[config.mk]
export PLATFORM = sky130hd
export DESIGN_NAME = load_align
export DESIGN_NICKNAME = d
export VERILOG_FILES = /design/src/hw/cpu_pkg.sv /design/src/hw/load_align.sv
export VERILOG_INCLUDE_DIRS = /design/src /design/src/hw
export SDC_FILE = /design/constraint.sdc
export NUM_CORES = 1
export LEC_CHECK = 0
export BUFFER_PORTS_ARGS = -buffer_cell sky130_fd_sc_hd__buf_2
export CAP_MARGIN = 20
export CELL_PAD_IN_SITES_DETAIL_PLACEMENT = 1
export CELL_PAD_IN_SITES_GLOBAL_PLACEMENT = 1
export CORE_ASPECT_RATIO = 0.7
export CORE_MARGIN = 5
export CORE_UTILIZATION = 25
export DETAILED_ROUTE_END_ITERATION = 8
export PLACE_DENSITY_LB_ADDON = 0.1
export SLEW_MARGIN = 25
export SYNTH_ARGS = -nofsm -noshare
export SYNTH_HDL_FRONTEND = slang
export SYNTH_SLANG_ARGS = --single-unit
[constraint.sdc]
create_clock -name vclk -period 1.55
set_input_delay 0.155 -clock vclk [all_inputs]
set_output_delay 0.155 -clock vclk [all_outputs]
set_load 0.05 [all_outputs]
[src/hw/cpu_settings.svh]
`ifndef CPU_SETTINGS_SVH
`define CPU_SETTINGS_SVH

// Data and address width.
`define XLEN			32

// Data RAM size in 32-bit words.
`define DMEM_WORDS		256

// Cycles from a bus request to its response, at least 1.
`define DMEM_LATENCY	2

// Bus response codes.
`define RESP_OKAY		2'b00
`define RESP_SLVERR		2'b10

`endif
[src/hw/cpu_pkg.sv]
package cpu_pkg;

	// Memory operation carried with each instruction from EX.
	typedef enum logic [2:0] {
		MEM_LB	= 3'd0,
		MEM_LH	= 3'd1,
		MEM_LW	= 3'd2,
		MEM_LBU	= 3'd3,
		MEM_LHU	= 3'd4,
		MEM_SB	= 3'd5,
		MEM_SH	= 3'd6,
		MEM_SW	= 3'd7
	} mem_op_t;

	// Source of the value written back to rd.
	typedef enum logic [1:0] {
		SEL_ALU	= 2'd0,
		SEL_MEM	= 2'd1,		// Only this one reaches the data bus.
		SEL_PC4	= 2'd2,
		SEL_IMM	= 2'd3
	} wb_src_t;

	typedef enum logic [1:0] {
		IDLE		= 2'd0,
		WAIT_RESP	= 2'd1,
		HOLD		= 2'd2
	} mem_state_t;

	function automatic logic is_store_op(mem_op_t op);
		return op inside {MEM_SB, MEM_SH, MEM_SW};
	endfunction

endpackage

[src/hw/load_align.sv]
`timescale 1ns/1ps
`include "cpu_settings.svh"

module load_align import cpu_pkg::*; (
	input	mem_op_t			mem_op_ex,
	input	logic	[1:0]		addr_ex,
	input	logic	[`XLEN-1:0]	rsp_data,
	output	logic	[`XLEN-1:0]	load_value
);

	logic	[`XLEN-1:0]	shifted;

	// Addressed byte moves down to lane 0.
	assign shifted = rsp_data >> {addr_ex, 3'b000};

	always_comb begin
		case (mem_op_ex)
		MEM_LB: begin
			load_value = {{(`XLEN-8){shifted[7]}}, shifted[7:0]};
		end
		MEM_LH: begin
			load_value = {{(`XLEN-16){shifted[15]}}, shifted[15:0]};
		end
		MEM_LBU: begin
			load_value = {{(`XLEN-8){1'b0}}, shifted[7:0]};
		end
		MEM_LHU: begin
			load_value = {{(`XLEN-16){1'b0}}, shifted[15:0]};
		end
		default: begin
			load_value = shifted;	// LW, offset is zero when aligned.
		end
		endcase
	end

endmodule

==> results.sh <==
export IMPL_outcome="finished with violations"
export IMPL_failed_checks="setup timing"
export IMPL_finalSetupTns_ns=-0.104
export IMPL_post_route_util_pct=53.0
export IMPL_syn_inst=106
export IMPL_crit_top_cell="buf_8"
export IMPL_fin_cells=225
export IMPL_antenna_cells=0
export IMPL_dpl_cell_area_mm2=0.00132
export IMPL_layout_drive_gt1_share_pct=64.0
export IMPL_grt_use_total_pct=16.9
export IMPL_hold_violations=0
export IMPL_initial_core_util_pct=26.6
export IMPL_p_total_uw=806
export IMPL_post_synth_top_area_fraction_pct=19.7
export IMPL_grt_pass1_wl_um=6180
export IMPL_dp_slack_ns=-0.259
export IMPL_antenna_found_initial=0
export IMPL_core_area_mm2=0.00286
export IMPL_holdPathStages=3
export IMPL_holdPathEnd="load_value[24]"
export IMPL_first_pass_iters=4
export IMPL_worstPathMaxFanout=5
export IMPL_cp_top_family="simple AND/OR/NAND/NOR gates"
export IMPL_seq_cell_count=0
export IMPL_synth_warnings=0
export IMPL_ios=69
export IMPL_p_per_area_mw_per_mm2=532
export IMPL_fin_nets=228
export IMPL_grt_overflow_total=0
export IMPL_fillers=374
export IMPL_critPathKind="primary input to output pin"
export IMPL_syn_nets=143
export IMPL_die_area_mm2=0.00426
export IMPL_io_buffers=69
export IMPL_hold_class="primary input to output pin"
export IMPL_drt_iter0_markers=20
export IMPL_crit_buf_inv=3
export IMPL_end_kind="output pin"
export IMPL_cpMaxStageDelayCell="or3_4"
export IMPL_grt_max_degree=20
export IMPL_ys_types=24
export IMPL_gp_congestion=0.868
export IMPL_clock_fmax_ghz=0.634
export IMPL_yosys_top_cells_area="mux2i_1 (20%), a21o_1 (9.9%), o21ai_2 (9.2%)"
export IMPL_hold_buffers=0
export IMPL_design_area_mm2=0.00152
export IMPL_seq_area_um2=0
export IMPL_place_inst=222
export IMPL_maxCapViolCount=0
export IMPL_ir_drop_mv=0.231
export IMPL_area_delta_synth_final_pct=99.3
export IMPL_wl_per_cell_um=17.5
export IMPL_required_ns=1.39
export IMPL_ant_nets=0
export IMPL_synth_seq_area_share_pct=0
export IMPL_slew_limit_headroom_pct=74.3
export IMPL_drt_vias_per_instance=5.21
export IMPL_critical_path_cell_chain="buf_8 -> nand2b_4 -> a311o_1 -> or3_4 -> buf_8 -> o21ai_4 -> buf_6"
export IMPL_min_period_ns=1.58
export IMPL_leakage_nw=0.782
export IMPL_n_clock_buffer=0
export IMPL_timing_final_ws_setup_ns=-0.0278
export IMPL_drc_errors=0
export IMPL_row_count=16
export IMPL_num_vias=1172
export IMPL_die_y_um=56.2
export IMPL_grt_pass1_vias=1252
export IMPL_startpoint="addr_ex[1]"
export IMPL_max_stage_delay_ns=0.36
export IMPL_whs_ns=0.691
export IMPL_yosys_top_cells_count="mux2i_1 (15), a21o_1 (10), nand2_1 (10), nor2b_1 (9), o21ai_2 (8)"
export IMPL_drt_total_wl_um=3930
export IMPL_period_share_pct=102
export IMPL_yosysMostFrequentCell="mux2i_1"
export IMPL_die_width_um=75.9
export IMPL_crit_path_start_kind="primary input"
export IMPL_grt_setup_unrepaired="true"
export IMPL_avgSynthCellArea_um2=7.18
export IMPL_setup_viol=8
export IMPL_place_detailed_hpwl_um=3060
export IMPL_synth_top_cell_by_area="mux2i_1"
export IMPL_drv_slew=0
export IMPL_syn_area_um2=761
export IMPL_worstPathArrival_ns=1.42
export IMPL_worst_pin_slew_ns=0.375
export IMPL_worstHoldStart="rsp_data[24]"
## area by class of cell
cell class         instances  area [um2]  area share [%]
well taps                 36        45.0            2.97
repair buffers            92         647            42.7
multi-input cells         97         825            54.4
## how the worst max path moves through the flow
stage,endpoint,slack [ns],depth (start not counted)
after detailed placement,load_value[18],-0.26,7
after global routing,load_value[26],-0.08,8
after CTS,load_value[18],-0.12,7
final,load_value[18],-0.03,7
after global placement,load_value[19],-0.20,7
after floorplan,load_value[0],-0.21,5
## cell families (layout without fill, tap and decap cells)
group           Yosys count  after routing  synth area share [%]
xor+xnor                  1              1                  1.15
compound gates           48             48                  45.7
simple gates             30             30                  21.7
buf+inv                   9             92                  7.24
mux                      18             18                  24.2
## power by group
| group | switching [mW] | total [mW] | internal (mW) |
|---|---|---|---|
| registers | 0 | 0 | 0 |
| clock network | 0 | 0 | 0 |
| logic | 0.515 | 0.806 | 0.291 |
| total | 0.515 | 0.806 | 0.291 |
## layout by cell type (no fill, tap or decap), drive strengths merged, types with 7 or more instances in the layout
master   count
a21oi        7
o2bb2ai      7
a211oi       7
nand2       10
mux2i       15
buf         90
o21ai       15
nor2b        9
a21o        10
## repair_timing
action,in CTS,in global routing
cloned,0,0
buffers inserted,2,1
endpoints found under the setup margin,24,25
endpoints found under the hold margin,0,0
pin swaps,3,2
gates resized for setup,40,12
## metal layers
| layer | vias up | GRT usage [%] | share of wire [%] |
|---|---|---|---|
| met5 | - | 0 | 0 |
| met2 | 38 | 29.9 | 49 |
| met4 | 0 | 0 | 0 |
| met1 | 566 | 23.0 | 46 |
| li1 | 568 | - | - |
| met3 | 0 | 2.10 | 4.7 |
(Power assumes the default switching activity.)
