$ cat config.mk
export PLATFORM = sky130hd
export DESIGN_NAME = mem_stage_regs
export DESIGN_NICKNAME = d
export VERILOG_FILES = /design/src/hw/cpu_pkg.sv /design/src/hw/mem_stage_regs.sv
export VERILOG_INCLUDE_DIRS = /design/src /design/src/hw
export SDC_FILE = /design/constraint.sdc
export NUM_CORES = 1
export LEC_CHECK = 0
export ABC_CLOCK_PERIOD_IN_PS = 3600
export BUFFER_PORTS_ARGS = -buffer_cell sky130_fd_sc_hd__buf_2
export CAP_MARGIN = 0
export CORE_MARGIN = 10
export CORE_UTILIZATION = 42
export DETAILED_ROUTE_END_ITERATION = 10
export PLACE_DENSITY = 0.74
export SYNTH_ARGS = -nofsm -noshare
export SYNTH_HDL_FRONTEND = slang
export SYNTH_SLANG_ARGS = --single-unit
$ cat constraint.sdc
create_clock -name clk -period 3.6 [get_ports clk]
set_input_delay 0.36 -clock clk [delete_from_list [all_inputs] [get_ports clk]]
set_output_delay 0.36 -clock clk [all_outputs]
set_load 0.02 [all_outputs]
$ cat src/hw/cpu_settings.svh
`ifndef CPU_SETTINGS_SVH
`define CPU_SETTINGS_SVH

// Data and address width.
`define XLEN			32

// Data RAM size in 32-bit words.
`define DMEM_WORDS		256

// Cycles from a bus request to its response, at least 1.
`define DMEM_LATENCY	2

// Bus response codes.
`define RESP_OKAY		2'b00
`define RESP_SLVERR		2'b10

`endif
$ cat src/hw/cpu_pkg.sv
package cpu_pkg;

	// Memory operation carried with each instruction from EX.
	typedef enum logic [2:0] {
		MEM_LB	= 3'd0,
		MEM_LH	= 3'd1,
		MEM_LW	= 3'd2,
		MEM_LBU	= 3'd3,
		MEM_LHU	= 3'd4,
		MEM_SB	= 3'd5,
		MEM_SH	= 3'd6,
		MEM_SW	= 3'd7
	} mem_op_t;

	// Source of the value written back to rd.
	typedef enum logic [1:0] {
		SEL_ALU	= 2'd0,
		SEL_MEM	= 2'd1,		// Only this one reaches the data bus.
		SEL_PC4	= 2'd2,
		SEL_IMM	= 2'd3
	} wb_src_t;

	typedef enum logic [1:0] {
		IDLE		= 2'd0,
		WAIT_RESP	= 2'd1,
		HOLD		= 2'd2
	} mem_state_t;

	function automatic logic is_store_op(mem_op_t op);
		return op inside {MEM_SB, MEM_SH, MEM_SW};
	endfunction

endpackage

$ cat src/hw/mem_stage_regs.sv
`timescale 1ns/1ps
`include "cpu_settings.svh"

module mem_stage_regs import cpu_pkg::*; (
	input	logic				clk,
	input	logic				reset,
	input	logic				valid_in,
	output	logic				ready_out,
	output	logic				valid_out,
	input	logic				ready_in,
	input	logic				stall,
	input	logic	[`XLEN-1:0]	pc_ex,
	input	logic	[31:0]		ir_ex,
	input	logic	[4:0]		rd_addr_ex,
	input	logic	[`XLEN-1:0]	alu_result_ex,
	input	wb_src_t			wb_src_ex,
	input	mem_op_t			mem_op_ex,
	input	logic				illegal_inst_ex,
	input	logic	[`XLEN-1:0]	load_value,
	input	logic	[1:0]		rsp_code,
	input	logic				misaligned,
	output	logic	[`XLEN-1:0]	pc_mem,
	output	logic	[31:0]		ir_mem,
	output	logic	[4:0]		rd_addr_mem,
	output	logic	[`XLEN-1:0]	rd_data_mem,
	output	logic				rd_write_mem,
	output	logic				illegal_inst_mem,
	output	logic				misaligned_data_addr_mem,
	output	logic	[1:0]		bresp_mem,
	output	logic	[1:0]		rresp_mem
);

	logic				is_mem;
	logic				is_store;
	logic				accessed;
	logic	[`XLEN-1:0]	rd_data_next;

	assign ready_out	= ready_in && !stall;
	assign is_mem		= wb_src_ex == SEL_MEM;
	assign is_store		= is_mem && is_store_op(mem_op_ex);
	assign accessed		= is_mem && !misaligned;	// Access really went to the bus.

	always_comb begin
		if (is_store)
			rd_data_next = '0;
		else if (accessed)
			rd_data_next = load_value;
		else
			rd_data_next = alu_result_ex;
	end

	always_ff @(posedge clk, posedge reset) begin
		if (reset) begin
			valid_out					<= 1'b0;
			pc_mem						<= '0;
			ir_mem						<= '0;
			rd_addr_mem					<= '0;
			rd_data_mem					<= '0;
			rd_write_mem				<= 1'b0;
			illegal_inst_mem			<= 1'b0;
			misaligned_data_addr_mem	<= 1'b0;
			bresp_mem					<= `RESP_OKAY;
			rresp_mem					<= `RESP_OKAY;
		end else if (valid_in && ready_out) begin
			valid_out					<= 1'b1;
			pc_mem						<= pc_ex;
			ir_mem						<= ir_ex;
			rd_addr_mem					<= rd_addr_ex;
			rd_data_mem					<= rd_data_next;
			rd_write_mem				<= rd_addr_ex != 5'd0 && !is_store && !misaligned;
			illegal_inst_mem			<= illegal_inst_ex;
			misaligned_data_addr_mem	<= misaligned;
			bresp_mem					<= (accessed && is_store) ? rsp_code : `RESP_OKAY;
			rresp_mem					<= (accessed && !is_store) ? rsp_code : `RESP_OKAY;
		end else if (valid_out && ready_in) begin
			// Drained with nothing behind it, so present a bubble.
			valid_out					<= 1'b0;
			pc_mem						<= '0;
			ir_mem						<= '0;
			rd_addr_mem					<= '0;
			rd_data_mem					<= '0;
			rd_write_mem				<= 1'b0;
			illegal_inst_mem			<= 1'b0;
			misaligned_data_addr_mem	<= 1'b0;
			bresp_mem					<= `RESP_OKAY;
			rresp_mem					<= `RESP_OKAY;
		end
	end

endmodule

==> summary.txt <==
Status
  – Outcome: finished clean

Run
  – Max cap viols: 0

Power and ir drop
  – Cell Pwr Density: 527 mW/mm²
  – Seq pwr share: 47.0%
  – Combinational power share: 24.4%
  – Psw: 0.000969 W
  – Maximum vdd ir drop: 0.000252 V
  – Clk network pwr share: 28.5%
  – Switching share of total power: 30.6%
  – Int Power: 0.00220 W
  – Leakage: 3.15 nW

Placed design
  – IO buf count: 256
  – Hpwl dp: 10.8 mm
  – Place WS: 1.50 ns
  – Placed cell area: 0.00575 mm²
  – Placer Congestion: 0.857

Global routing
  – GRT Residual Overflow: 0
  – Largest net degree at the start of global routing: 61
  – Global-route wire length before repair: 21.1 mm
  – Initial antenna violation count: 0
  – Number of global-route vias before repair: 3751
  – All-layer global routing usage: 17.6%

Cells and area
  – Diodes inserted: 0
  – Area delta synth->final: 35.6%
  – Share of layout cells above drive strength 1: 55.8%
  – Nets: 683
  – Post-layout instance area: 0.00600 mm²

Clocking
  – Worst skew pair latency: 0.35 ns
  – TritonCTS clock tree: done
  – CTS Buffer Depth: 2
  – Post-CTS Setup Bufs: 0
  – H-tree depth: 3
  – CTS root buffer: clkbuf_8
  – Post-CTS Hold Buffers: 0
  – CTS buffer count: 9
  – Clk pin slew, worst setup/hold paths: 0.10 ns
  – CTS sink cnt: 109
  – CTS-repair resized insts: 0

Timing
  – Setup TNS Final: 0 ns
  – RSZ-0062 raised after global routing: no
  – Final setup skew: 0.00785 ns
  – Actual transition at the worst max-transition pin: 1.20 ns
  – Slew Viols, Final: 0
  – Max Freq: 0.587 GHz
  – Crit path time final: 1.70 ns
  – Fin crit share: 47.3%
  – Slew HR: 19.6%
  – Final hold violations: 0
  – Setup violators final: 0
  – Worst setup margin: 1.90 ns

Routing
  – TritonRoute pass-1 iters: 4
  – Iter 0 DRT Violations: 157
  – Final ANT Viol Nets: 0
  – Vias per cell: 5.16
  – Vias: 3495
  – Drc violations: 0
  – Post-Route WL: 13.9 mm
  – Wirelength per Cell: 20.5 µm

Synth
  – Number of distinct library cells after synthesis: 24
  – Mean Syn Cell Area: 15.2 µm²
  – Sequential element share of the synthesized area: 61.6%
  – Synthesized instance count: 291
  – Mapped Area: 0.00443 mm²
  – Synth Register Bits: 109
  – Syn_nets: 438
  – Synth warn: 0

Floorplan
  – Rows: 37
  – Die boundary height: 123 µm
  – Chip Width: 123 µm
  – Initial Utilization: 43.1%
  – Core footprint: 0.0103 mm²
  – Die ar.: 0.0150 mm²
  – Top-Level Pins: 257

Setup path
  – Worst r2r src: valid_out
  – Critical setup path kind: in2reg
  – Crit path launch type: primary input
  – Slowest cell on crit path: nor3b_4
  – Cells along the critical path: buf_2 > nor3b_4 > buf_4 > mux2i_1 > o2bb2ai_2
  – Worst-path fanout max: 24
  – Crit path launch: misaligned
  – CP max stage delay: 0.53 ns
  – Worst path arrival time: 1.90 ns
  – Worst Path Required: 3.80 ns
  – Setup crit end kind: register

Hold path
  – Hold Crit Class: in2async
## final timing paths
check | end | slack [ns] | cells after the start
min in group clk | ir_mem[28] | 0.21 | 2
worst min-delay path | valid_out | 0.08 | 2
max in group asynchronous | pc_mem[25] | 2.77 | 3
worst max register to register | pc_mem[27] | 2.09 | 3
worst max-delay path | rd_data_mem[27] | 1.90 | 5
worst min register to register | rd_data_mem[31] | 0.49 | 1
## Yosys cell counts, drive strengths merged
cell type,number,area (µm²)
a32o,4,40.0
mux2i,32,320
nor3,1,5.00
buf,26,190
dfrtp,109,2730
o21bai,1,7.51
o21ai,3,30.0
nor3b,1,12.5
and3b,1,8.76
and2,1,6.26
o2bb2ai,33,414
clkbuf,1,3.75
inv,2,7.51
nand2b,1,6.26
a22o,71,622
a21o,1,7.51
nor2,1,3.75
nor2b,1,6.26
or4,1,7.51
## final cells by class
cell class | instances | area, µm²
flip-flops and latches | 109 | 2730
multi-input cells | 153 | 1510
fillers | 850 | 4270
inverters | 2 | 10.0
clock buffers | 10 | 138
clock inverters | 6 | 115
repair buffers | 261 | 1330
well taps | 136 | 170
## metal layers
| metal | track usage, % | wire, µm | up-vias |
|---|---|---|---|
| met5 | 0 | 0 | - |
| met4 | 4.79 | 115 | 0 |
| met3 | 9.41 | 1930 | 8 |
| met2 | 26.9 | 6240 | 194 |
| met1 | 21.4 | 5630 | 1680 |
| li1 | - | - | 1613 |
## registers in the layout, indices dropped and copies added, names as in the netlist
signal / flops
pc_mem: 32
rd_addr_mem: 5
rd_data_mem: 32
illegal_inst_mem: 1
ir_mem: 32
rresp_mem: 2
valid_out: 1
bresp_mem: 2
misaligned_data_addr_mem: 1
rd_write_mem: 1
## cell families (layout without fill, tap and decap cells)
logic type | after synthesis | count (layout) | synth area share (%)
AO/OA/AOI/OAI | 113 | 113 | 25.3
flip-flops | 109 | 109 | 61.6
multiplexers | 32 | 32 | 7.24
buffers and inverters | 29 | 279 | 4.55
AND/OR/NAND/NOR | 8 | 8 | 1.27
## critical path: cells and delay by family
family          cells  cell delay, ns
simple gates        1            0.53
compound gates      1            0.07
buf+inv             2            0.63
mux                 1            0.29
## power groups by stage
stage | sequential [W] | combinational [W] | clock (W)
6_report | 0.00149 | 0.000774 | 0.000903
3_5_place_dp | 0.00150 | 0.000796 | 0
2_1_floorplan | 0.00171 | 0.000258 | 0
5_1_grt | 0.00151 | 0.000836 | 0.000970
4_1_cts | 0.00149 | 0.000791 | 0.000928
3_3_place_gp | 0.00150 | 0.000779 | 0
## through the flow
stage                     total power (W)  cells  util [%]  hold slack (ns)
after floorplan                   0.00197    291         -            0.493
after global placement            0.00228    661      56.0            0.465
after detailed placement          0.00230    661      56.0            0.468
after CTS                         0.00321    677      58.4           0.0940
after global routing              0.00331    677      58.4            0.113
final                             0.00317    677      58.4           0.0795
## layout by cell type (no fill, tap or decap)
cell and count:
nor2_1 1, buf_4 4, nor3_1 1, a22o_1 71, bufinv_16 3, mux2i_1 32
clkbuf_8 10, buf_2 256, nand2b_1 1, buf_12 1, o2bb2ai_2 20, clkinvlp_4 1
a21o_1 1, o21ai_0 1, o2bb2ai_1 13, o21bai_1 1, inv_4 1, inv_1 1
and3b_2 1, and2_1 1, nor3b_4 1, dfrtp_1 109, a32o_1 4, o21ai_4 2
nor2b_1 1, inv_6 2, or4_1 1
No activity file was read; power rests on OpenSTA's default activity.
