File: src/hw/cpu_settings.svh
`ifndef CPU_SETTINGS_SVH
`define CPU_SETTINGS_SVH

// Data and address width.
`define XLEN			32

// Data RAM size in 32-bit words.
`define DMEM_WORDS		256

// Cycles from a bus request to its response, at least 1.
`define DMEM_LATENCY	2

// Bus response codes.
`define RESP_OKAY		2'b00
`define RESP_SLVERR		2'b10

`endif
File: src/hw/cpu_pkg.sv
package cpu_pkg;

	// Memory operation carried with each instruction from EX.
	typedef enum logic [2:0] {
		MEM_LB	= 3'd0,
		MEM_LH	= 3'd1,
		MEM_LW	= 3'd2,
		MEM_LBU	= 3'd3,
		MEM_LHU	= 3'd4,
		MEM_SB	= 3'd5,
		MEM_SH	= 3'd6,
		MEM_SW	= 3'd7
	} mem_op_t;

	// Source of the value written back to rd.
	typedef enum logic [1:0] {
		SEL_ALU	= 2'd0,
		SEL_MEM	= 2'd1,		// Only this one reaches the data bus.
		SEL_PC4	= 2'd2,
		SEL_IMM	= 2'd3
	} wb_src_t;

	typedef enum logic [1:0] {
		IDLE		= 2'd0,
		WAIT_RESP	= 2'd1,
		HOLD		= 2'd2
	} mem_state_t;

	function automatic logic is_store_op(mem_op_t op);
		return op inside {MEM_SB, MEM_SH, MEM_SW};
	endfunction

endpackage

File: src/hw/store_align.sv
`timescale 1ns/1ps
`include "cpu_settings.svh"

module store_align import cpu_pkg::*; (
	input	mem_op_t				mem_op_ex,
	input	logic	[1:0]			addr_ex,		// Byte offset within the word.
	input	logic	[`XLEN-1:0]		store_data_ex,
	output	logic	[`XLEN-1:0]		wdata_lane,
	output	logic	[`XLEN/8-1:0]	wstrb_lane
);

	always_comb begin
		wdata_lane = '0;
		wstrb_lane = '0;
		case (mem_op_ex)
		MEM_SB: begin
			wdata_lane = {(`XLEN/8){store_data_ex[7:0]}};
			wstrb_lane = (`XLEN/8)'(1) << addr_ex;
		end
		MEM_SH: begin
			wdata_lane = {(`XLEN/16){store_data_ex[15:0]}};
			wstrb_lane = (`XLEN/8)'(3) << {addr_ex[1], 1'b0};	// Lower or upper half.
		end
		MEM_SW: begin
			wdata_lane = store_data_ex;
			wstrb_lane = '1;
		end
		default: begin
			wdata_lane = '0;
			wstrb_lane = '0;
		end
		endcase
	end

endmodule

File: config.mk
export PLATFORM = sky130hd
export DESIGN_NAME = store_align
export DESIGN_NICKNAME = d
export VERILOG_FILES = /design/src/hw/cpu_pkg.sv /design/src/hw/store_align.sv
export VERILOG_INCLUDE_DIRS = /design/src /design/src/hw
export SDC_FILE = /design/constraint.sdc
export NUM_CORES = 1
export LEC_CHECK = 0
export ABC_AREA = 0
export BUFFER_PORTS_ARGS = -buffer_cell sky130_fd_sc_hd__buf_4
export CORE_MARGIN = 2
export CORE_UTILIZATION = 32
export DETAILED_ROUTE_END_ITERATION = 12
export PLACE_DENSITY = 0.78
export REMOVE_ABC_BUFFERS = 1
export SLEW_MARGIN = 25
export SYNTH_ARGS = -nofsm -noshare
export SYNTH_HDL_FRONTEND = slang
export SYNTH_SLANG_ARGS = --single-unit
export TNS_END_PERCENT = 1
File: constraint.sdc
create_clock -name vclk -period 1.55
set_clock_uncertainty 0.2 [all_clocks]
set_input_delay 0.465 -clock vclk [all_inputs]
set_output_delay 0.465 -clock vclk [all_outputs]
set_load 0.05 [all_outputs]
==> impl_metrics.csv, run 1 <==
group,metric,value,unit
layout,most-common-layout-cells,"69 x buf_4, 16 x a21oi_1, 16 x buf_6, 14 x nand2_1",
routing,final_antenna_net_count,0,
sta,max_slew_margin,0.817,
sta,rsz0062_at_grt,"true",
sta,fmax,0.489,GHz
placement,place.port_buffers,73,
sta,worst_slew_pin_slew,274,ps
worst_setup_path,cp_slowest_cell,"o22ai_1",
worst_setup_path,crit_type,"in2out",
sta,fin_crit_sh,1.32,
power_and_ir_drop,powerDensity,457,mW/mm2
clock_network,cts_hold_buf,0,
worst_setup_path,cp-start-kind,"input port",
layout,final_common_cell,"buf_4",
grt,grt_pass1_wl,4350,um
sta,finalWorstSetupSlack,-496,ps
yosys,seq_area_frac_synth,0,
layout,syn2layout_area_growth,141,%
floorplanning,ios,73,
grt,grt_use_total,0.262,
placement,dp_cells,206,
placement,hpwl,2250,um
floorplanning,fp.dieArea,0.00230,mm2
sta,setup_viol,36,
layout,ff_latch_area,0,um2
routing,post_drt_wl_per_cell,18.0,um
sta,fin_hold_ws,1140,ps
run_status,violations,"negative setup slack",
floorplanning,core,0.00176,mm2
layout,multi_input_comb_area,593,um2
yosys,synthDistinctLibCells,19,
worst_setup_path,cp-end-kind,"output port",
layout,design.seq.count,0,
layout,num_antenna_cells,0,
grt,grt-ovfl-total,0,
yosys,synth_area,618,um2
sta,tns,-14470,ps
power_and_ir_drop,leakage,0.000748,uW
worst_setup_path,required,880,ps
floorplanning,die-width,48.0,um
run,cap_viol_max_count,0,
power_and_ir_drop,ir_drop,0.000282,V
worst_setup_path,cp_data_arrival_time,1380,ps
grt,grt_max_degree,17,
floorplanning,initial_core_util,0.350,
routing,vias_per_cell,5.90,
min_path,hold_class,"in2out",
grt,antenna_found_initial,0,
sta,min_period,2050,ps
sta,drv_slew,0,
routing,vias,1238,
worst_setup_path,cp_num_buf_inv,3,
layout,fillers,96,
run_status,run_status,"finished, violations left",
routing,dr.pass1.iters,4,
routing,drt_iter0_markers,69,
grt,grt_pass1_vias,947,
layout,nets,224,
layout,clock_buffers,0,
sta,finalHoldViolCount,0,
yosys,syn_avg_cell_area,5.94,um2
floorplanning,dieHeight,48.0,um
worst_setup_path,crit_path_max_fanout,7,
worst_setup_path,crit_path_max_incr_delay,260,ps
routing,route.detailed.drc,0,
layout,drive_gt1_frac,0.562,
yosys,synth_cells,104,
routing,routed_wl,3780,um
placement,gp_congestion,0.827,
yosys,yosys_warnings,0,
worst_setup_path,crit_family,"buffers and inverters",
worst_setup_path,crit_chain,"buf_12 > buf_16 > nand2_1 > o22ai_1 > buf_4",
layout,layout.cells.non_filler,210,
floorplanning,rows,15,
==> timing repair <==
action / CTS / global route
resized for setup: 29 / 16
setup endpoints to repair: 36 / 36
setup buffers: 0 / 1
gates cloned: 2 / 1
pin swaps: 9 / 1
==> synth_stat cells, types with 6 or more instances <==
master    number  area [um2]
a21oi_1       16        80.1
nand2_1       14        52.6
and2_1        10        62.6
mux2i_1       10         100
nor2_1        10        37.5
a211oi_1       8        60.1
a22oi_1        6        45.0
buf_2          6        30.0
o21ai_0        6        30.0
o22ai_1        6        37.5
==> per-layer routing <==
layer / part of all wire / GRT usage / wire length [um] / up-vias
li1: - / - / - / 543
met1: 0.40 / 0.335 / 1530 / 585
met2: 0.47 / 0.485 / 1780 / 94
met3: 0.096 / 0.00755 / 361 / 16
met4: 0.030 / 0.0486 / 113 / 0
met5: 0 / 0 / 0 / -
==> per-stage QoR <==
stage	util	instance area, um2	worst slack [ps]	power (uW)
after floorplan	-	542	-896	318
after global placement	0.706	1250	-576	565
after detailed placement	0.706	1250	-599	573
after CTS	0.796	1410	-440	629
after global routing	0.844	1490	-520	703
final	0.844	1490	-496	681
==> final timing paths <==
| kind | startpoint | end | cells past startpoint |
|---|---|---|---|
| hold / removal | store_data_ex[4] | wdata_lane[4] | 3 |
| setup / recovery | mem_op_ex[1] | wdata_lane[18] | 5 |
==> kinds of logic (layout without fill, tap and decap cells) <==
logic type / count (synthesis) / in the layout / share of synthesized area
AOI/OAI and AO/OA: 42 / 42 / 0.409
buffers and inverters: 14 / 95 / 0.142
muxes: 10 / 10 / 0.162
and+or+nand+nor: 37 / 37 / 0.273
xor gates and xnor gates: 1 / 1 / 0.0142
==> power breakdown <==
part / switching [uW] / total, uW / internal [uW]
Sequential: 0 / 0 / 0
Combinational: 405 / 681 / 276
Clock: 0 / 0 / 0
==> area by class of cell <==
| type | instances | area share |
|---|---|---|
| Timing Repair Buffer | 92 | 0.573 |
| Multi-Input combinational cell | 90 | 0.398 |
| Tap cell | 25 | 0.0210 |
| Inverter | 3 | 0.00756 |
Power figures use the tool's default switching activity.
==> run 2: changes to the inputs <==
--- a/config.mk
+++ b/config.mk
@@ -13,6 +13,7 @@
 export DETAILED_ROUTE_END_ITERATION = 12
 export PLACE_DENSITY = 0.78
 export REMOVE_ABC_BUFFERS = 1
+export SKIP_LAST_GASP = 1
 export SLEW_MARGIN = 25
 export SYNTH_ARGS = -nofsm -noshare
 export SYNTH_HDL_FRONTEND = slang
==> run 2 against run 1 <==
  * Core utilization decreased by 3.8 points
  * The flow still finishes with violations (negative setup slack)
  * Wire length is 12% lower
  * Worst hold slack barely moved
  * Maximum frequency rose by 2.3%
  * Clock-buffer cell count unchanged
  * Global-route usage is 0.15 points lower
  * Largest cell class unchanged
  * Cell area fell by 4.5%
  * Sequential share of layout area stayed put
  * Highest routed layer unchanged
  * Critical endpoint is now wstrb_lane[3]
  * Via count down 8.4%
  * Die area unchanged
  * Combinational power is 5.0% lower
  * Critical path depth did not move
==> impl_metrics.csv, run 2 (synthesis results as in run 1) <==
group,metric,value,unit
worst_setup_path,path_common_cell,"buf_6",
worst_setup_path,crit_path_max_incr_delay,240,ps
sta,rsz0062_at_grt,"true",
worst_setup_path,cp-start-kind,"input port",
layout,clock_buffers,0,
placement,place.port_buffers,73,
layout,design.seq.count,0,
sta,setup_viol,36,
worst_setup_path,crit_start,"mem_op_ex[0]",
routing,drt_iter0_markers,33,
run_status,violations,"negative setup slack",
min_path,hold_path_depth,3,
sta,fmax,0.500,GHz
grt,antenna_found_initial,0,
clock_network,cts_hold_buf,0,
layout,ff_latch_area,0,um2
min_path,min_from,"store_data_ex[4]",
floorplanning,rows,15,
layout,final_common_cell,"buf_4",
routing,post_drt_wl_per_cell,16.1,um
worst_setup_path,required,880,ps
worst_setup_path,crit_chain,"buf_6 > buf_6 > nand2_1 > o21ai_0 > buf_4",
routing,vias,1134,
power_and_ir_drop,powerDensity,455,mW/mm2
worst_setup_path,crit_path_max_fanout,13,
grt,grt_use_total,0.260,
routing,routed_wl,3340,um
routing,top_layer,"met4",
floorplanning,initial_core_util,0.350,
grt,grt_max_degree,17,
min_path,hold_end,"wdata_lane[4]",
run,cap_viol_max_count,0,
worst_setup_path,crit_type,"in2out",
placement,gp_congestion,0.827,
layout,multi_input_comb_area,593,um2
routing,final_antenna_net_count,0,
min_path,hold_class,"in2out",
sta,drv_slew,0,
power_and_ir_drop,leakage,0.000719,uW
worst_setup_path,cp-end-kind,"output port",
worst_setup_path,cp_slowest_cell,"buf_4",
floorplanning,fp.dieArea,0.00230,mm2
floorplanning,core,0.00176,mm2
routing,dr.pass1.iters,4,
layout,drive_gt1_frac,0.552,
grt,grt_pass1_vias,983,
floorplanning,ios,73,
layout,syn2layout_area_growth,130,%
floorplanning,die-width,48.0,um
sta,fin_crit_sh,1.29,
floorplanning,dieHeight,48.0,um
routing,vias_per_cell,5.45,
layout,layout.cells.non_filler,208,
sta,fin_hold_ws,1140,ps
layout,most-common-layout-cells,"76 x buf_4, 16 x a21oi_1, 14 x nand2_1, 10 x and2_1",
worst_setup_path,cp_data_arrival_time,1330,ps
sta,worst_slew_pin_slew,252,ps
clock_network,post_cts_buffers,0,
layout,num_antenna_cells,0,
layout,fillers,123,
sta,min_period,2000,ps
grt,grt-ovfl-total,0,
routing,drt-met1-wl,1380,um
routing,met3_length,335,um
routing,wl_met2,1600,um
run_status,run_status,"finished, violations left",
placement,dp_cells,206,
routing,route.detailed.drc,0,
sta,max_slew_margin,0.832,
grt,grt_pass1_wl,4340,um
sta,finalWorstSetupSlack,-449,ps
layout,nets,222,
placement,hpwl,2250,um
power_and_ir_drop,ir_drop,0.000300,V
sta,finalHoldViolCount,0,
-- run 2: cell count changes in the layout (fill, tap and decap cells not counted), moves of 2 or more --
cell | before | now
and2_1 | 8 | 10
buf_4 | 69 | 76
o21ai_0 | 0 | 5
buf_6 | 16 | 9
o21ai_1 | 6 | 1
and2_4 | 2 | 0
-- run 2: routing by layer --
layer,vias up,GRT usage
li1,540,-
met5,-,0
met4,0,0.0541
met1,516,0.330
met2,74,0.477
met3,4,0.0151
-- run 2: worst max path at each step --
stage,end,slack [ps],cells after the start
finish,wstrb_lane[3],-450,5
global route,wstrb_lane[3],-500,5
detailed placement,wdata_lane[21],-600,5
floorplan,wdata_lane[16],-900,2
global placement,wdata_lane[2],-580,5
CTS,wdata_lane[29],-440,5
-- run 2: final cells by class --
cell class,instances,share of cell area
timing repair buffer,90,0.553
inverter,3,0.00792
tap,25,0.0220
multi-input combinational,90,0.417
-- run 2: report_power, final --
| group | internal (uW) | leakage [uW] | total (uW) | switching [uW] |
|---|---|---|---|---|
| registers | 0 | 0 | 0 | 0 |
| logic | 257 | 0.000719 | 647 | 390 |
| clock network | 0 | 0 | 0 | 0 |
| total | 257 | 0.000719 | 647 | 390 |
-- run 2: what timing repair did --
action	CTS	global route
endpoints found under the setup margin	36	36
gates resized for setup	19	11
pin swaps	5	2
cloned	2	0
endpoints found under the hold margin	0	0
-- run 2: critical path: cells and delay by family --
kind            cells  cell delay, ps
buf+inv             3             530
compound gates      1             220
simple gates        1             110
-- run 2: metrics by stage --
step,setup WS [ps],instance area (um2),utilization,total power [uW],TNS (ps)
after CTS,-440,1370,0.779,618,-14470
after floorplan,-896,542,-,318,-22980
after detailed placement,-599,1250,0.706,573,-17540
after global placement,-576,1250,0.706,565,-17270
final,-449,1420,0.806,647,-14020
after global routing,-497,1420,0.806,672,-15290
==> run 3: changes to the inputs <==
==> constraint.sdc (replaced) <==
create_clock -name vclk -period 1.55
set_clock_uncertainty 0.2 [all_clocks]
set_input_delay 0.0775 -clock vclk [all_inputs]
set_output_delay 0.0775 -clock vclk [all_outputs]
set_load 0.05 [all_outputs]
==> run 3 against run 2 <==
  * The flow now finishes without violations
  * Clock-buffer cell count unchanged
  * Maximum frequency grew 45%
  * Critical path depth is the same
  * First-iteration DRC count down 55%
  * Setup slack improved by 620 ps
  * Final cell count decreased by 5.8%
  * Largest cell class unchanged
  * Largest power group unchanged
  * Highest routed layer is now met3
==> impl_metrics.csv, run 3 (synthesis results as in run 1) <==
group,metric,value,unit
grt,grt_use_total,0.202,
routing,route.detailed.drc,0,
power_and_ir_drop,power.switching,351,uW
sta,worst_slew_pin_slew,454,ps
min_path,min_from,"store_data_ex[5]",
grt,grt_pass1_wl,3550,um
layout,ff_latch_area,0,um2
run_status,run_status,"finished clean",
placement,dp_worst_setup_slack,97.5,ps
sta,max_slew_margin,0.695,
layout,clock_buffers,0,
routing,post_drt_wl_per_cell,12.5,um
min_path,hold_end,"wdata_lane[5]",
routing,drt-met1-wl,1110,um
layout,most-common-layout-cells,"77 x buf_4, 16 x a21oi_1, 14 x nand2_1, 10 x mux2i_1, 10 x and2_1",
routing,routed_wl,2440,um
power_and_ir_drop,ir_drop,0.000244,V
grt,grt-ovfl-total,0,
worst_setup_path,cp-end-kind,"output port",
placement,hpwl,1990,um
sta,fin_crit_sh,0.891,
placement,gp_congestion,0.755,
routing,met3_length,246,um
worst_setup_path,crit_path_max_fanout,21,
power_and_ir_drop,swShare,0.637,
routing,top_layer,"met3",
power_and_ir_drop,power.internal,200,uW
layout,syn2layout_area_growth,89.9,%
layout,layout.cells.non_filler,196,
routing,drt_iter0_markers,15,
power_and_ir_drop,total_power,551,uW
sta,finalWorstSetupSlack,169,ps
run,cap_viol_max_count,0,
layout,multi_input_comb_area,533,um2
power_and_ir_drop,pwr-share-comb,1.000,
worst_setup_path,crit_start,"mem_op_ex[1]",
grt,grt_max_degree,22,
floorplanning,die-width,48.0,um
min_path,hold_class,"in2out",
sta,drv_slew,0,
sta,min_period,1380,ps
routing,vias_per_cell,4.99,
worst_setup_path,cp_data_arrival_time,1100,ps
layout,final_common_cell,"buf_4",
placement,place.port_buffers,73,
routing,vias,978,
layout,num_antenna_cells,0,
floorplanning,ios,73,
floorplanning,core,0.00176,mm2
sta,fmax,0.724,GHz
grt,grt_pass1_vias,781,
layout,nets,210,
routing,dr.pass1.iters,4,
worst_setup_path,required,1270,ps
grt,antenna_found_initial,0,
routing,wl_met2,1090,um
layout,fillers,190,
floorplanning,fp.dieArea,0.00230,mm2
floorplanning,dieHeight,48.0,um
min_path,hold_path_depth,3,
layout,utilization,0.665,
power_and_ir_drop,pwr-share-clk,0,
sta,setup_viol,0,
layout,drive_gt1_frac,0.468,
clock_network,cts_hold_buf,0,
sta,finalHoldViolCount,0,
floorplanning,initial_core_util,0.350,
power_and_ir_drop,powerDensity,470,mW/mm2
power_and_ir_drop,leakage,0.000616,uW
sta,rsz0062_at_grt,"false",
power_and_ir_drop,seq_power_share,0,
layout,design.seq.count,0,
worst_setup_path,cp-start-kind,"input port",
placement,dp_cells,196,
routing,final_antenna_net_count,0,
floorplanning,rows,15,
worst_setup_path,crit_type,"in2out",
-- run 3: worst max path at each step --
| stage | endpoint | depth (start not counted) |
|---|---|---|
| floorplan | wdata_lane[16] | 2 |
| global placement | wdata_lane[3] | 5 |
| detailed placement | wdata_lane[6] | 5 |
| CTS | wdata_lane[6] | 5 |
| global route | wdata_lane[24] | 6 |
| finish | wdata_lane[16] | 5 |
-- run 3: layout make-up --
type / count / share of cell area
inverter: 3 / 0.00959
timing repair buffer: 78 / 0.510
multi-input combinational: 90 / 0.454
tap: 25 / 0.0267
-- run 3: what timing repair did --
action                                  4_1_cts  5_1_grt
endpoints found under the setup margin        0        7
gates resized for setup                       0        1
buffers inserted                              0        0
endpoints found under the hold margin         0        0
-- run 3: metrics by stage --
step | area, um2 | setup TNS (ps) | hold slack [ps]
after detailed placement | 1170 | 0 | 349
after global routing | 1170 | 0 | 379
final | 1170 | 0 | 350
after floorplan | 542 | -1010 | 200
after CTS | 1170 | 0 | 350
after global placement | 1170 | 0 | 351
-- run 3: layer usage --
| metal | up-vias | GRT usage |
|---|---|---|
| met5 | - | 0 |
| met4 | 0 | 0 |
| met3 | 0 | 0.00377 |
| met2 | 57 | 0.341 |
| met1 | 411 | 0.301 |
| li1 | 510 | - |
-- run 3: power by group through the flow --
stage / Combinational [uW] / Sequential (uW) / Clock [uW]
after floorplan: 318 / 0 / 0
after global placement: 547 / 0 / 0
after detailed placement: 551 / 0 / 0
after CTS: 552 / 0 / 0
after global routing: 585 / 0 / 0
final: 551 / 0 / 0
-- run 3: worst max-delay path, stage by stage --
cell and delay, ps:
buf_4 250, buf_12 180, mux2i_1 80, a211oi_1 260, buf_4 250
