[config.mk]
export PLATFORM = sky130hd
export DESIGN_NAME = mem_access_ctrl_flat
export DESIGN_NICKNAME = d
export VERILOG_FILES = /design/src/hw/cpu_pkg.sv /design/src/hw/dmem_if.sv /design/src/hw/mem_access_ctrl.sv /design/src/flat_wrapper.sv
export VERILOG_INCLUDE_DIRS = /design/src /design/src/hw
export SDC_FILE = /design/constraint.sdc
export NUM_CORES = 1
export LEC_CHECK = 0
export ABC_AREA = 1
export BUFFER_PORTS_ARGS = -buffer_cell sky130_fd_sc_hd__buf_2
export CAP_MARGIN = 25
export CELL_PAD_IN_SITES_DETAIL_PLACEMENT = 0
export CELL_PAD_IN_SITES_GLOBAL_PLACEMENT = 1
export CORE_ASPECT_RATIO = 0.75
export CORE_UTILIZATION = 25
export DETAILED_ROUTE_END_ITERATION = 8
export PLACE_DENSITY_LB_ADDON = 0.25
export SYNTH_ARGS = -nofsm -noshare
export SYNTH_HDL_FRONTEND = slang
export SYNTH_SLANG_ARGS = --single-unit
[constraint.sdc]
create_clock -name clk -period 2.2 [get_ports clk]
set_clock_uncertainty 0.05 [all_clocks]
set_input_delay 0.22 -clock clk [delete_from_list [all_inputs] [get_ports clk]]
set_output_delay 0.22 -clock clk [all_outputs]
set_load 0.005 [all_outputs]
[src/hw/cpu_settings.svh]
`ifndef CPU_SETTINGS_SVH
`define CPU_SETTINGS_SVH

// Data and address width.
`define XLEN			32

// Data RAM size in 32-bit words.
`define DMEM_WORDS		256

// Cycles from a bus request to its response, at least 1.
`define DMEM_LATENCY	2

// Bus response codes.
`define RESP_OKAY		2'b00
`define RESP_SLVERR		2'b10

`endif
[src/hw/cpu_pkg.sv]
package cpu_pkg;

	// Memory operation carried with each instruction from EX.
	typedef enum logic [2:0] {
		MEM_LB	= 3'd0,
		MEM_LH	= 3'd1,
		MEM_LW	= 3'd2,
		MEM_LBU	= 3'd3,
		MEM_LHU	= 3'd4,
		MEM_SB	= 3'd5,
		MEM_SH	= 3'd6,
		MEM_SW	= 3'd7
	} mem_op_t;

	// Source of the value written back to rd.
	typedef enum logic [1:0] {
		SEL_ALU	= 2'd0,
		SEL_MEM	= 2'd1,		// Only this one reaches the data bus.
		SEL_PC4	= 2'd2,
		SEL_IMM	= 2'd3
	} wb_src_t;

	typedef enum logic [1:0] {
		IDLE		= 2'd0,
		WAIT_RESP	= 2'd1,
		HOLD		= 2'd2
	} mem_state_t;

	function automatic logic is_store_op(mem_op_t op);
		return op inside {MEM_SB, MEM_SH, MEM_SW};
	endfunction

endpackage

[src/hw/dmem_if.sv]
`timescale 1ns/1ps
`include "cpu_settings.svh"

interface dmem_if;

	logic	[`XLEN-1:0]		awaddr;
	logic	[`XLEN-1:0]		wdata;
	logic	[`XLEN/8-1:0]	wstrb;
	logic					awvalid;	// Also qualifies wdata and wstrb.
	logic	[1:0]			bresp;
	logic					bvalid;
	logic					bready;
	logic	[`XLEN-1:0]		araddr;
	logic					arvalid;
	logic	[`XLEN-1:0]		rdata;
	logic	[1:0]			rresp;
	logic					rvalid;
	logic					rready;

	modport master (
		output	awaddr, wdata, wstrb, awvalid, bready, araddr, arvalid, rready,
		input	bresp, bvalid, rdata, rresp, rvalid
	);

	modport slave (
		input	awaddr, wdata, wstrb, awvalid, bready, araddr, arvalid, rready,
		output	bresp, bvalid, rdata, rresp, rvalid
	);

endinterface

[src/hw/mem_access_ctrl.sv]
`timescale 1ns/1ps
`include "cpu_settings.svh"

module mem_access_ctrl import cpu_pkg::*; (
	input	logic					clk,
	input	logic					reset,
	input	logic					valid_in,
	input	logic					ready_in,
	input	wb_src_t				wb_src_ex,
	input	mem_op_t				mem_op_ex,
	input	logic	[`XLEN-1:0]		addr_ex,
	input	logic	[`XLEN-1:0]		wdata_lane,
	input	logic	[`XLEN/8-1:0]	wstrb_lane,
	dmem_if.master					bus,
	output	logic					stall,
	output	logic					misaligned,
	output	logic	[`XLEN-1:0]		rsp_data,
	output	logic	[1:0]			rsp_code
);

	mem_state_t			state;
	mem_state_t			next_state;
	logic				is_store;
	logic				access;
	logic				resp_valid;
	logic				consume;
	logic	[`XLEN-1:0]	live_data;
	logic	[1:0]		live_code;
	logic	[`XLEN-1:0]	held_data;
	logic	[1:0]		held_code;

	assign is_store = is_store_op(mem_op_ex);

	always_comb begin
		misaligned = 1'b0;
		if (wb_src_ex == SEL_MEM) begin
			case (mem_op_ex)
			MEM_LH, MEM_LHU, MEM_SH:	misaligned = addr_ex[0];
			MEM_LW, MEM_SW:				misaligned = addr_ex[1:0] != 2'b00;
			default:					misaligned = 1'b0;
			endcase
		end
	end

	assign access		= valid_in && wb_src_ex == SEL_MEM && !misaligned;
	assign resp_valid	= is_store ? bus.bvalid : bus.rvalid;
	assign consume		= ready_in && (state == HOLD || (state == WAIT_RESP && resp_valid));

	always_comb begin
		next_state	= state;
		stall		= 1'b0;
		case (state)
		IDLE: begin
			stall = access;		// Request goes out next cycle.
			if (access)
				next_state = WAIT_RESP;
		end
		WAIT_RESP: begin
			stall = !resp_valid;
			if (resp_valid)
				next_state = ready_in ? IDLE : HOLD;
		end
		HOLD: begin
			if (ready_in)
				next_state = IDLE;
		end
		default: next_state = IDLE;
		endcase
	end

	always_ff @(posedge clk, posedge reset) begin
		if (reset) begin
			state		<= IDLE;
			bus.awvalid	<= 1'b0;
			bus.arvalid	<= 1'b0;
		end else begin
			state		<= next_state;
			bus.awvalid	<= state == IDLE && access && is_store;		// One-cycle pulse.
			bus.arvalid	<= state == IDLE && access && !is_store;
		end
	end

	// Response captured when writeback was not ready to take it.
	always_ff @(posedge clk) begin
		if (state == WAIT_RESP && resp_valid) begin
			held_data	<= live_data;
			held_code	<= live_code;
		end
	end

	assign live_data	= is_store ? '0 : bus.rdata;
	assign live_code	= is_store ? bus.bresp : bus.rresp;
	assign rsp_data		= state == HOLD ? held_data : live_data;
	assign rsp_code		= state == HOLD ? held_code : live_code;

	// EX holds its operands while stalled, so the request fields follow them.
	assign bus.awaddr	= addr_ex;
	assign bus.araddr	= addr_ex;
	assign bus.wdata	= wdata_lane;
	assign bus.wstrb	= wstrb_lane;
	assign bus.bready	= consume;
	assign bus.rready	= consume;

endmodule

[src/flat_wrapper.sv]
// flat-port wrapper written by rule: the top's interface ports become plain ports
module mem_access_ctrl_flat import cpu_pkg::*;
  (clk, reset, valid_in, ready_in, wb_src_ex, mem_op_ex, addr_ex, wdata_lane, wstrb_lane, stall, misaligned, rsp_data, rsp_code, bus_awaddr, bus_wdata, bus_wstrb, bus_awvalid, bus_bready, bus_araddr, bus_arvalid, bus_rready, bus_bresp, bus_bvalid, bus_rdata, bus_rresp, bus_rvalid);
  dmem_if bus_i ();
  input	logic clk;
  input	logic reset;
  input	logic valid_in;
  input	logic ready_in;
  input	wb_src_t wb_src_ex;
  input	mem_op_t mem_op_ex;
  input	logic	[`XLEN-1:0] addr_ex;
  input	logic	[`XLEN-1:0] wdata_lane;
  input	logic	[`XLEN/8-1:0] wstrb_lane;
  output	logic stall;
  output	logic misaligned;
  output	logic	[`XLEN-1:0] rsp_data;
  output	logic	[1:0] rsp_code;
  output wire logic [$bits(bus_i.awaddr)-1:0] bus_awaddr;
  output wire logic [$bits(bus_i.wdata)-1:0] bus_wdata;
  output wire logic [$bits(bus_i.wstrb)-1:0] bus_wstrb;
  output wire logic [$bits(bus_i.awvalid)-1:0] bus_awvalid;
  output wire logic [$bits(bus_i.bready)-1:0] bus_bready;
  output wire logic [$bits(bus_i.araddr)-1:0] bus_araddr;
  output wire logic [$bits(bus_i.arvalid)-1:0] bus_arvalid;
  output wire logic [$bits(bus_i.rready)-1:0] bus_rready;
  input wire logic [$bits(bus_i.bresp)-1:0] bus_bresp;
  input wire logic [$bits(bus_i.bvalid)-1:0] bus_bvalid;
  input wire logic [$bits(bus_i.rdata)-1:0] bus_rdata;
  input wire logic [$bits(bus_i.rresp)-1:0] bus_rresp;
  input wire logic [$bits(bus_i.rvalid)-1:0] bus_rvalid;
  assign bus_awaddr = bus_i.awaddr;
  assign bus_wdata = bus_i.wdata;
  assign bus_wstrb = bus_i.wstrb;
  assign bus_awvalid = bus_i.awvalid;
  assign bus_bready = bus_i.bready;
  assign bus_araddr = bus_i.araddr;
  assign bus_arvalid = bus_i.arvalid;
  assign bus_rready = bus_i.rready;
  assign bus_i.bresp = bus_bresp;
  assign bus_i.bvalid = bus_bvalid;
  assign bus_i.rdata = bus_rdata;
  assign bus_i.rresp = bus_rresp;
  assign bus_i.rvalid = bus_rvalid;
  mem_access_ctrl u_core (.clk(clk), .reset(reset), .valid_in(valid_in), .ready_in(ready_in), .wb_src_ex(wb_src_ex), .mem_op_ex(mem_op_ex), .addr_ex(addr_ex), .wdata_lane(wdata_lane), .wstrb_lane(wstrb_lane), .bus(bus_i), .stall(stall), .misaligned(misaligned), .rsp_data(rsp_data), .rsp_code(rsp_code));
endmodule
==> results of run 1 <==
==> cell usage in the layout (no fill, tap or decap), drive strengths merged, types with 2 or more instances in the layout <==
cell type / count
dfrtp: 4
inv: 42
nand3: 2
nand2: 24
nor2: 39
edfxtp: 34
a31oi: 2
clkbuf: 5
buf: 99
mux2: 32
o21ai: 2
clkinv: 2
==> logic make-up after synthesis <==
kind of cell / Yosys count / synth area share, %
and+or+nand+nor: 66 / 9.24
muxes: 32 / 13.1
DFF: 38 / 40.8
AOI/OAI and AO/OA: 6 / 1.27
buffers and inverters: 151 / 35.6
==> metal layers <==
| layer | vias to the layer above | share of wire [%] | GRT usage [%] | routed length, um |
|---|---|---|---|---|
| met5 | - | 0 | 0 | 0 |
| met1 | 707 | 49 | 12.7 | 2590 |
| li1 | 804 | - | - | - |
| met4 | 0 | 2.4 | 4.22 | 125 |
| met3 | 21 | 10 | 4.50 | 548 |
| met2 | 100 | 38 | 12.3 | 2030 |
==> worst max-delay path, cell delays in order, from the launching register on <==
cell and delay (ps):
dfrtp_1 400, nand2_2 80, buf_4 270, mux2_2 380, buf_2 130
==> per-stage QoR <==
step	setup slack [ps]	hold slack, ps	power (uW)	std cells	area [um2]
6_report	387	67.8	1990	428	2790
5_1_grt	296	73.1	2100	428	2790
4_1_cts	357	55.0	2030	428	2790
3_5_place_dp	620	61.8	1200	419	2610
3_3_place_gp	642	65.4	1200	419	2610
2_1_floorplan	364	-63.9	1190	293	2750
==> Yosys cell counts (all sizes together) <==
master	instances	area share, %
a21boi	1	0.27
a21oi	1	0.18
a31oi	2	0.46
buf	109	30
dfrtp	4	3.6
edfxtp	34	37
inv	42	5.7
mux2	32	13
nand2	24	3.3
nand3	2	0.36
nor2	39	5.3
nor3b	1	0.27
o21ai	2	0.36
==> timing repair <==
action	4_1_cts	5_1_grt
hold buffers	1	0
setup buffers	0	0
hold endpoints to repair	4	0
==> path summary, 6_finish.rpt <==
| kind | startpoint | endpoint | slack, ps | cells past startpoint |
|---|---|---|---|---|
| max in group asynchronous | reset | u_core.state[0] | 1610 | 3 |
| hold reg to reg | u_core.state[1] | u_core.state[0] | 570 | 3 |
| hold / removal | ready_in | u_core.state[1] | 70 | 2 |
| setup reg to reg | u_core.state[1] | u_core.held_data[13] | 800 | 4 |
| min in group asynchronous | reset | u_core.bus.arvalid | 330 | 3 |
| setup / recovery | u_core.state[1] | rsp_data[15] | 390 | 4 |
==> sequential cells by signal, summed over array words and instances (netlist names) <==
signal	count
u_core.held_data	32
u_core.held_code	2
u_core.state	2
u_core.bus.arvalid	1
u_core.bus.awvalid	1
==> power groups by stage <==
stage               combinational, uW  sequential, uW  clock [uW]
floorplan                         339             854           0
global placement                  347             856           0
detailed placement                346             856           0
CTS                               350             842         834
global route                      383             845         870
finish                            339             842         805
==> final cells by class <==
class | count | share of cell area [%]
multi-input combinational | 104 | 23.4
sequential | 38 | 40.2
timing repair buffer | 100 | 18.8
clock buffer | 5 | 4.49
clock inverter | 3 | 1.44
tap | 136 | 6.10
inverter | 42 | 5.65
==> impl_metrics.toml, run 1 <==
[floorplan]
rows = 32
fp.dieH_um = 92.8
initial_utilization_pct = 26.2
core_area_mm2 = 0.0105
dieArea_mm2 = 0.0114
ios = 255
die_x_um = 123

[global_routing]
antenna_found_initial = 0
grt_max_degree = 22
grt_pass1_wl_um = 8090
grt_pass1_vias = 1556
grt_usage_pct = 9.37
grt_remaining_overflow = 0

[clock_tree]
clock-sinks = 38
cts_tree = "done"
cts_buffer_depth = 2
htree_levels = 2
clock_latency_ps = 270
cts_resized = 0
root_buffer = "clkbuf_16"
cts_made_buffers = 5
path_clk_slew_ps = 60

[yosys]
ys_types = 16
synth.yosys.warnings = 0
syn_inst = 293
syn_area_mm2 = 0.00275
synth-seq-cells = 38
synth_fp_nets = 408
avgSynthCellArea_um2 = 9.38
ys_seq_area_share_pct = 40.8

[cells_and_area]
antenna_cells = 0
multi_input_area_um2 = 652
final_util_pct = 26.6
drive_above_1_share_pct = 47.9
fin_nets = 406
nFillCells = 1177
syn2layout_area_growth_pct = 1.50
seq_area_mm2 = 0.00112

[timing]
rsz0062_at_grt = "no"
finalCritPeriodShare_pct = 82.4
fin_tns_setup_ps = 0
finalHoldViolations = 0
maxSlewHeadroom_pct = 81.8
max_freq_mhz = 552
worstMarginPinSlew_ps = 273
setup-violations-final = 0
fin_crit_ps = 1810
final-max-slew-violation-count = 0

[routing]
via_per_inst = 3.81
drtPass1Iterations = 4
ant_nets = 0
route.detailed.drc = 0
drtIter0Drc = 54
vias = 1632
avgRoutedWirePerCell_um = 12.4
routed_wl_um = 5290

[pwr]
p_comb_share_pct = 17.1
power.density_mw_per_mm2 = 712
p_seq_share_pct = 42.4
netSwitchingPower_uw = 454
irDropWorstVdd_mv = 0.241
swShare_pct = 22.9
clkPwrFrac_pct = 40.5
intPower_uw = 1530
leakagePower_uw = 0.00143

[hold_path]
hold_path_class = "in -> reg"

[run_status]
outcome = "finished clean"

[placement]
io_buffers = 92
gp_congestion = 0.724
dpl.hpwl_um = 4000

[critical_path]
critical_path_class = "reg -> out"
crit_path_max_fanout = 21
startpoint_type = "register"
required_ps = 1930
end_kind = "primary output"
cp_data_arrival_time_ps = 1540

[run]
max_cap_viol_count = 0
(Power assumes the default switching activity.)
==> inputs of run 2 (changes only) <==
clock period = 1.9 ns   (was 2.2 ns; I/O delays follow)
==> impl_metrics.toml, run 2 (same netlist as run 1, synthesis figures left out) <==
[critical_path]
required_ps = 1660
crit_path_max_fanout = 18
startpoint_type = "register"
cp_slowest_stage_delay_ps = 400
cpMaxStageDelayCell = "dfrtp_1"
crit_buf_inv = 2
reg2reg_depth = 4
r2r-end = "u_core.held_data[17]"
end_kind = "primary output"
cp-startpoint = "u_core.state[1]"
worst_r2r_startpoint = "u_core.state[1]"
cp_data_arrival_time_ps = 1520
crit_cells = 4
crit_chain = "nand2_2, buf_4, mux2_2, buf_2"
ff2ff_setup_slack_ps = 520
cp_top_family = "flip-flops"
critical_path_class = "reg -> out"
cp-endpoint = "rsp_data[17]"

[placement]
postPlaceCellArea_mm2 = 0.00262
io_buffers = 92
placed_cells = 420
dpl.hpwl_um = 3980
gp_congestion = 0.722

[pwr]
power.total_uw = 2310
leakagePower_uw = 0.00144
power.density_mw_per_mm2 = 824
netSwitchingPower_uw = 532
clkPwrFrac_pct = 40.7
p_comb_share_pct = 17.1
swShare_pct = 23.0
irDropWorstVdd_mv = 0.259
intPower_uw = 1780
p_seq_share_pct = 42.2

[timing]
rsz0062_at_grt = "no"
maxSlewHeadroom_pct = 83.5
setup-violations-final = 0
max_freq_mhz = 569
finalHoldViolations = 0
fin_tns_setup_ps = 0
final-max-slew-violation-count = 0
worstMarginPinSlew_ps = 245
fin_crit_ps = 1760
finalCritPeriodShare_pct = 92.5

[routing]
avgRoutedWirePerCell_um = 12.2
drtIter0Drc = 38
routed_wl_um = 5260
vias = 1616
ant_nets = 0
route.detailed.drc = 0
via_per_inst = 3.76
drtPass1Iterations = 4

[clock_tree]
htree_levels = 2
post_cts.repair.setup_buffers = 0
root_buffer = "clkbuf_16"
cts_made_buffers = 5
post_cts_hold_buffer_count = 1
cts_buffer_depth = 2
cts_tree = "done"
clock_latency_ps = 280
clock-sinks = 38
cts_resized = 0
path_clk_slew_ps = 60

[cells_and_area]
final_cell_mix = "92 x buf_2, 42 x inv_1, 39 x nor2_1"
fin_nets = 407
top_regs = "u_core.held_data (32), u_core.held_code (2), u_core.state (2)"
final_common_cell = "buf_2"
largest_register_ffs = 32
fin_cells = 430
syn2layout_area_growth_pct = 1.87
final_area_mm2 = 0.00280
top_register = "u_core.held_data"
drive_above_1_share_pct = 48.1

[global_routing]
grt_max_degree = 20
top_usage_layer = "met1"
grt_use_met2_pct = 11.6
use_met3_pct = 4.74
antenna_found_initial = 0
grt_remaining_overflow = 0
grt_pass1_wl_um = 8020
grt_use_met1_pct = 13.2
grt_pass1_vias = 1558
grt_usage_pct = 9.42

[floorplan]
rows = 32
ios = 255
fp.dieH_um = 92.8
initial_utilization_pct = 26.2
core_area_mm2 = 0.0105
die_x_um = 123
dieArea_mm2 = 0.0114

[run]
max_cap_viol_count = 0

[hold_path]
hold_path_class = "in -> reg"

[run_status]
outcome = "finished clean"
[run 2: cell types whose count changed in the layout (fill, tap and decap cells not counted)]
cell	change
diode_2	+1
buf_4	+1
[run 2: how the worst min path moves through the flow]
stage              from            endpoint  slack, ps  cells past startpoint
2_1_floorplan     reset  u_core.bus.arvalid        -90                      1
3_3_place_gp      reset  u_core.bus.awvalid         40                      2
3_5_place_dp      reset  u_core.bus.awvalid         40                      2
4_1_cts        ready_in     u_core.state[1]          9                      2
5_1_grt        ready_in     u_core.state[1]         40                      2
6_report       ready_in     u_core.state[1]         20                      2
[run 2: metrics by stage]
step	setup WS, ps	hold WS [ps]	utilization, %
2_1_floorplan	94.3	-93.9	-
5_1_grt	50.6	37.0	26.7
4_1_cts	115	8.99	26.7
3_3_place_gp	390	36.8	25.0
3_5_place_dp	349	42.8	25.0
6_report	143	22.0	26.7
[run 2: power groups by stage]
stage | sequential (uW) | clock, uW | combinational (uW)
after detailed placement | 991 | 0 | 403
after CTS | 974 | 975 | 406
after global routing | 978 | 1020 | 446
after floorplan | 989 | 0 | 393
final | 974 | 939 | 394
after global placement | 992 | 0 | 403
[run 2: final cells by class]
type	instances	area [um2]
Timing Repair Buffer	101	531
Clock inverter	3	40.0
Sequential cell	38	1120
Tap cell	136	170
Antenna cell	1	2.50
Multi-Input combinational cell	104	652
Clock buffer	5	125
Fill cell	1164	7690
Inverter	42	158
[run 2: routing by layer]
metal  wire [um]  vias up
met5           0        -
met4         163        0
met3         572       27
met2        1950       96
met1        2570      686
li1            -      807
==> inputs of run 3 (changes only) <==
ABC_AREA = 0   (was 1)
==> impl_metrics.toml, run 3 <==
[yosys]
ys_types = 24
avgSynthCellArea_um2 = 11.2
synth_fp_nets = 354
synth_top_area_share_pct = 38.1
yosys.cell_count.top_type = "buf_4"
synth-main-ff-cell = "edfxtp_1"
synth_largest_area_cell = "edfxtp_1"
synth-seq-cells = 38
synth.yosys.warnings = 0
synth_common_cells = "101 x buf_4, 35 x mux2_2, 34 x edfxtp_1, 28 x and2_1, 7 x nor2_1"
async_flop_share_pct = 10.5
syn_inst = 239
syn_area_mm2 = 0.00268
ys_seq_area_share_pct = 41.8
synth_edf_count = 34
yosys-top-cells-area = "edfxtp_1 38%, buf_4 28%, mux2_2 15%, and2_1 6.5%, dfrtp_1 3.7%"

[run_status]
outcome = "finished clean"

[cells_and_area]
antenna_cells = 0
nFillCells = 1095
final_cell_mix = "92 x buf_2, 35 x mux2_2, 34 x edfxtp_1"
fin_cells = 373
multi_input_area_um2 = 777
final_area_mm2 = 0.00275
drive_above_1_share_pct = 61.6
seq_area_mm2 = 0.00112
largest_register_ffs = 32
top_regs = "u_core.held_data (32), u_core.held_code (2), u_core.state (2)"
fin_nets = 351
final_util_pct = 26.5
top_register = "u_core.held_data"
final_common_cell = "buf_2"
syn2layout_area_growth_pct = 2.38

[clock_tree]
cts_buffer_depth = 2
root_buffer = "clkbuf_16"
clock-sinks = 38
path_clk_slew_ps = 60
clock_latency_ps = 270
cts_made_buffers = 5
htree_levels = 2
cts_tree = "done"
post_cts.repair.setup_buffers = 0

[timing]
setup-violations-final = 0
final-max-slew-violation-count = 0
finalCritPeriodShare_pct = 94.3
rsz0062_at_grt = "no"
max_freq_mhz = 558
fin_tns_setup_ps = 0
fin_crit_ps = 1790
finalHoldViolations = 0
maxSlewHeadroom_pct = 77.5
worstMarginPinSlew_ps = 337

[routing]
ant_nets = 0
route.detailed.drc = 0
drtIter0Drc = 30
routed_wl_um = 4800
vias = 1466
avgRoutedWirePerCell_um = 12.9
via_per_inst = 3.93
drtPass1Iterations = 2

[pwr]
irDropWorstVdd_mv = 0.256
netSwitchingPower_uw = 479
p_comb_share_pct = 17.0
p_seq_share_pct = 45.6
swShare_pct = 22.6
intPower_uw = 1640
clkPwrFrac_pct = 37.4
power.density_mw_per_mm2 = 770
leakagePower_uw = 0.00120

[placement]
placed_cells = 364
dpl.hpwl_um = 3380
io_buffers = 92
gp_congestion = 0.641
postPlaceCellArea_mm2 = 0.00259

[floorplan]
dieArea_mm2 = 0.0112
rows = 32
fp.dieH_um = 91.7
core_area_mm2 = 0.0104
ios = 255
die_x_um = 122
initial_utilization_pct = 25.9

[global_routing]
top_usage_layer = "met2"
grt_usage_pct = 8.75
grt_remaining_overflow = 0
use_met3_pct = 3.36
grt_max_degree = 37
grt_pass1_wl_um = 7480
grt_use_met1_pct = 11.5
grt_pass1_vias = 1465
grt_use_met2_pct = 12.5
antenna_found_initial = 0

[critical_path]
startpoint_type = "register"
cp_data_arrival_time_ps = 1550
crit_path_max_fanout = 16
end_kind = "primary output"
critical_path_class = "reg -> out"
required_ps = 1660

[hold_path]
hold_path_class = "in -> reg"

[run]
max_cap_viol_count = 0
## run 3: cell count changes after synthesis, sizes merged, moves of 3 or more
cell | before | now
mux2 | 32 | 35
nor2 | 39 | 7
clkbuf | 0 | 3
nand2 | 24 | 2
inv | 42 | 1
and2 | 0 | 32
buf | 109 | 105
## run 3: cells by family after synthesis
family | count (synthesis) | share of synthesized area [%]
muxes | 37 | 15.4
xor gates and xnor gates | 1 | 0.327
DFF | 38 | 41.8
AOI/OAI and AO/OA | 5 | 1.63
buffers and inverters | 109 | 29.7
and+or+nand+nor | 49 | 11.1
## run 3: area by class of cell
cell class / instances / area share, %
clock buffers: 6 / 4.69
inverters: 1 / 0.137
repair buffers: 98 / 19.5
clock inverters: 2 / 0.319
well taps: 136 / 6.20
flip-flops and latches: 38 / 40.8
multi-input cells: 92 / 28.3
## run 3: metal layers
layer | vias up | wire length (um)
li1 | 693 | -
met1 | 679 | 2350
met2 | 79 | 2020
met3 | 15 | 371
met4 | 0 | 69
met5 | - | 0
## run 3: power by group through the flow
stage	Sequential (uW)	Combinational (uW)	Clock, uW
after floorplan	980	364	0
after global placement	982	367	0
after detailed placement	982	367	0
after CTS	965	370	828
after global routing	969	401	862
final	965	360	791
## run 3: worst paths after layout
kind                                       endpoint  slack [ps]       startpoint  cells after the start
worst max-delay path                    rsp_data[5]         110  u_core.state[1]                      4
worst min-delay path                u_core.state[1]         130         ready_in                      2
worst max register to register  u_core.held_data[1]         510  u_core.state[1]                      2
worst min register to register      u_core.state[0]         570  u_core.state[0]                      2
max in group asynchronous           u_core.state[0]        1360            reset                      3
min in group asynchronous        u_core.bus.awvalid         280            reset                      3
## run 3: through the flow
stage	hold WS [ps]	setup slack [ps]	power [uW]
2_1_floorplan	-93.9	-210	1340
3_3_place_gp	28.7	300	1350
3_5_place_dp	34.5	296	1350
4_1_cts	123	31.5	2160
5_1_grt	137	24.1	2230
6_report	131	109	2120
## run 3: what timing repair did
| action | in CTS | in global routing |
|---|---|---|
| hold buffers | 1 | 0 |
| gates resized for setup | 0 | 1 |
| hold endpoints to repair | 4 | 0 |
| endpoints found under the setup margin | 0 | 14 |
## run 3: critical path, stage by stage (launching register included)
cell and delay (ps):
dfrtp_1 450, nand2b_2 140, buf_6 200, mux2_2 360, buf_2 130
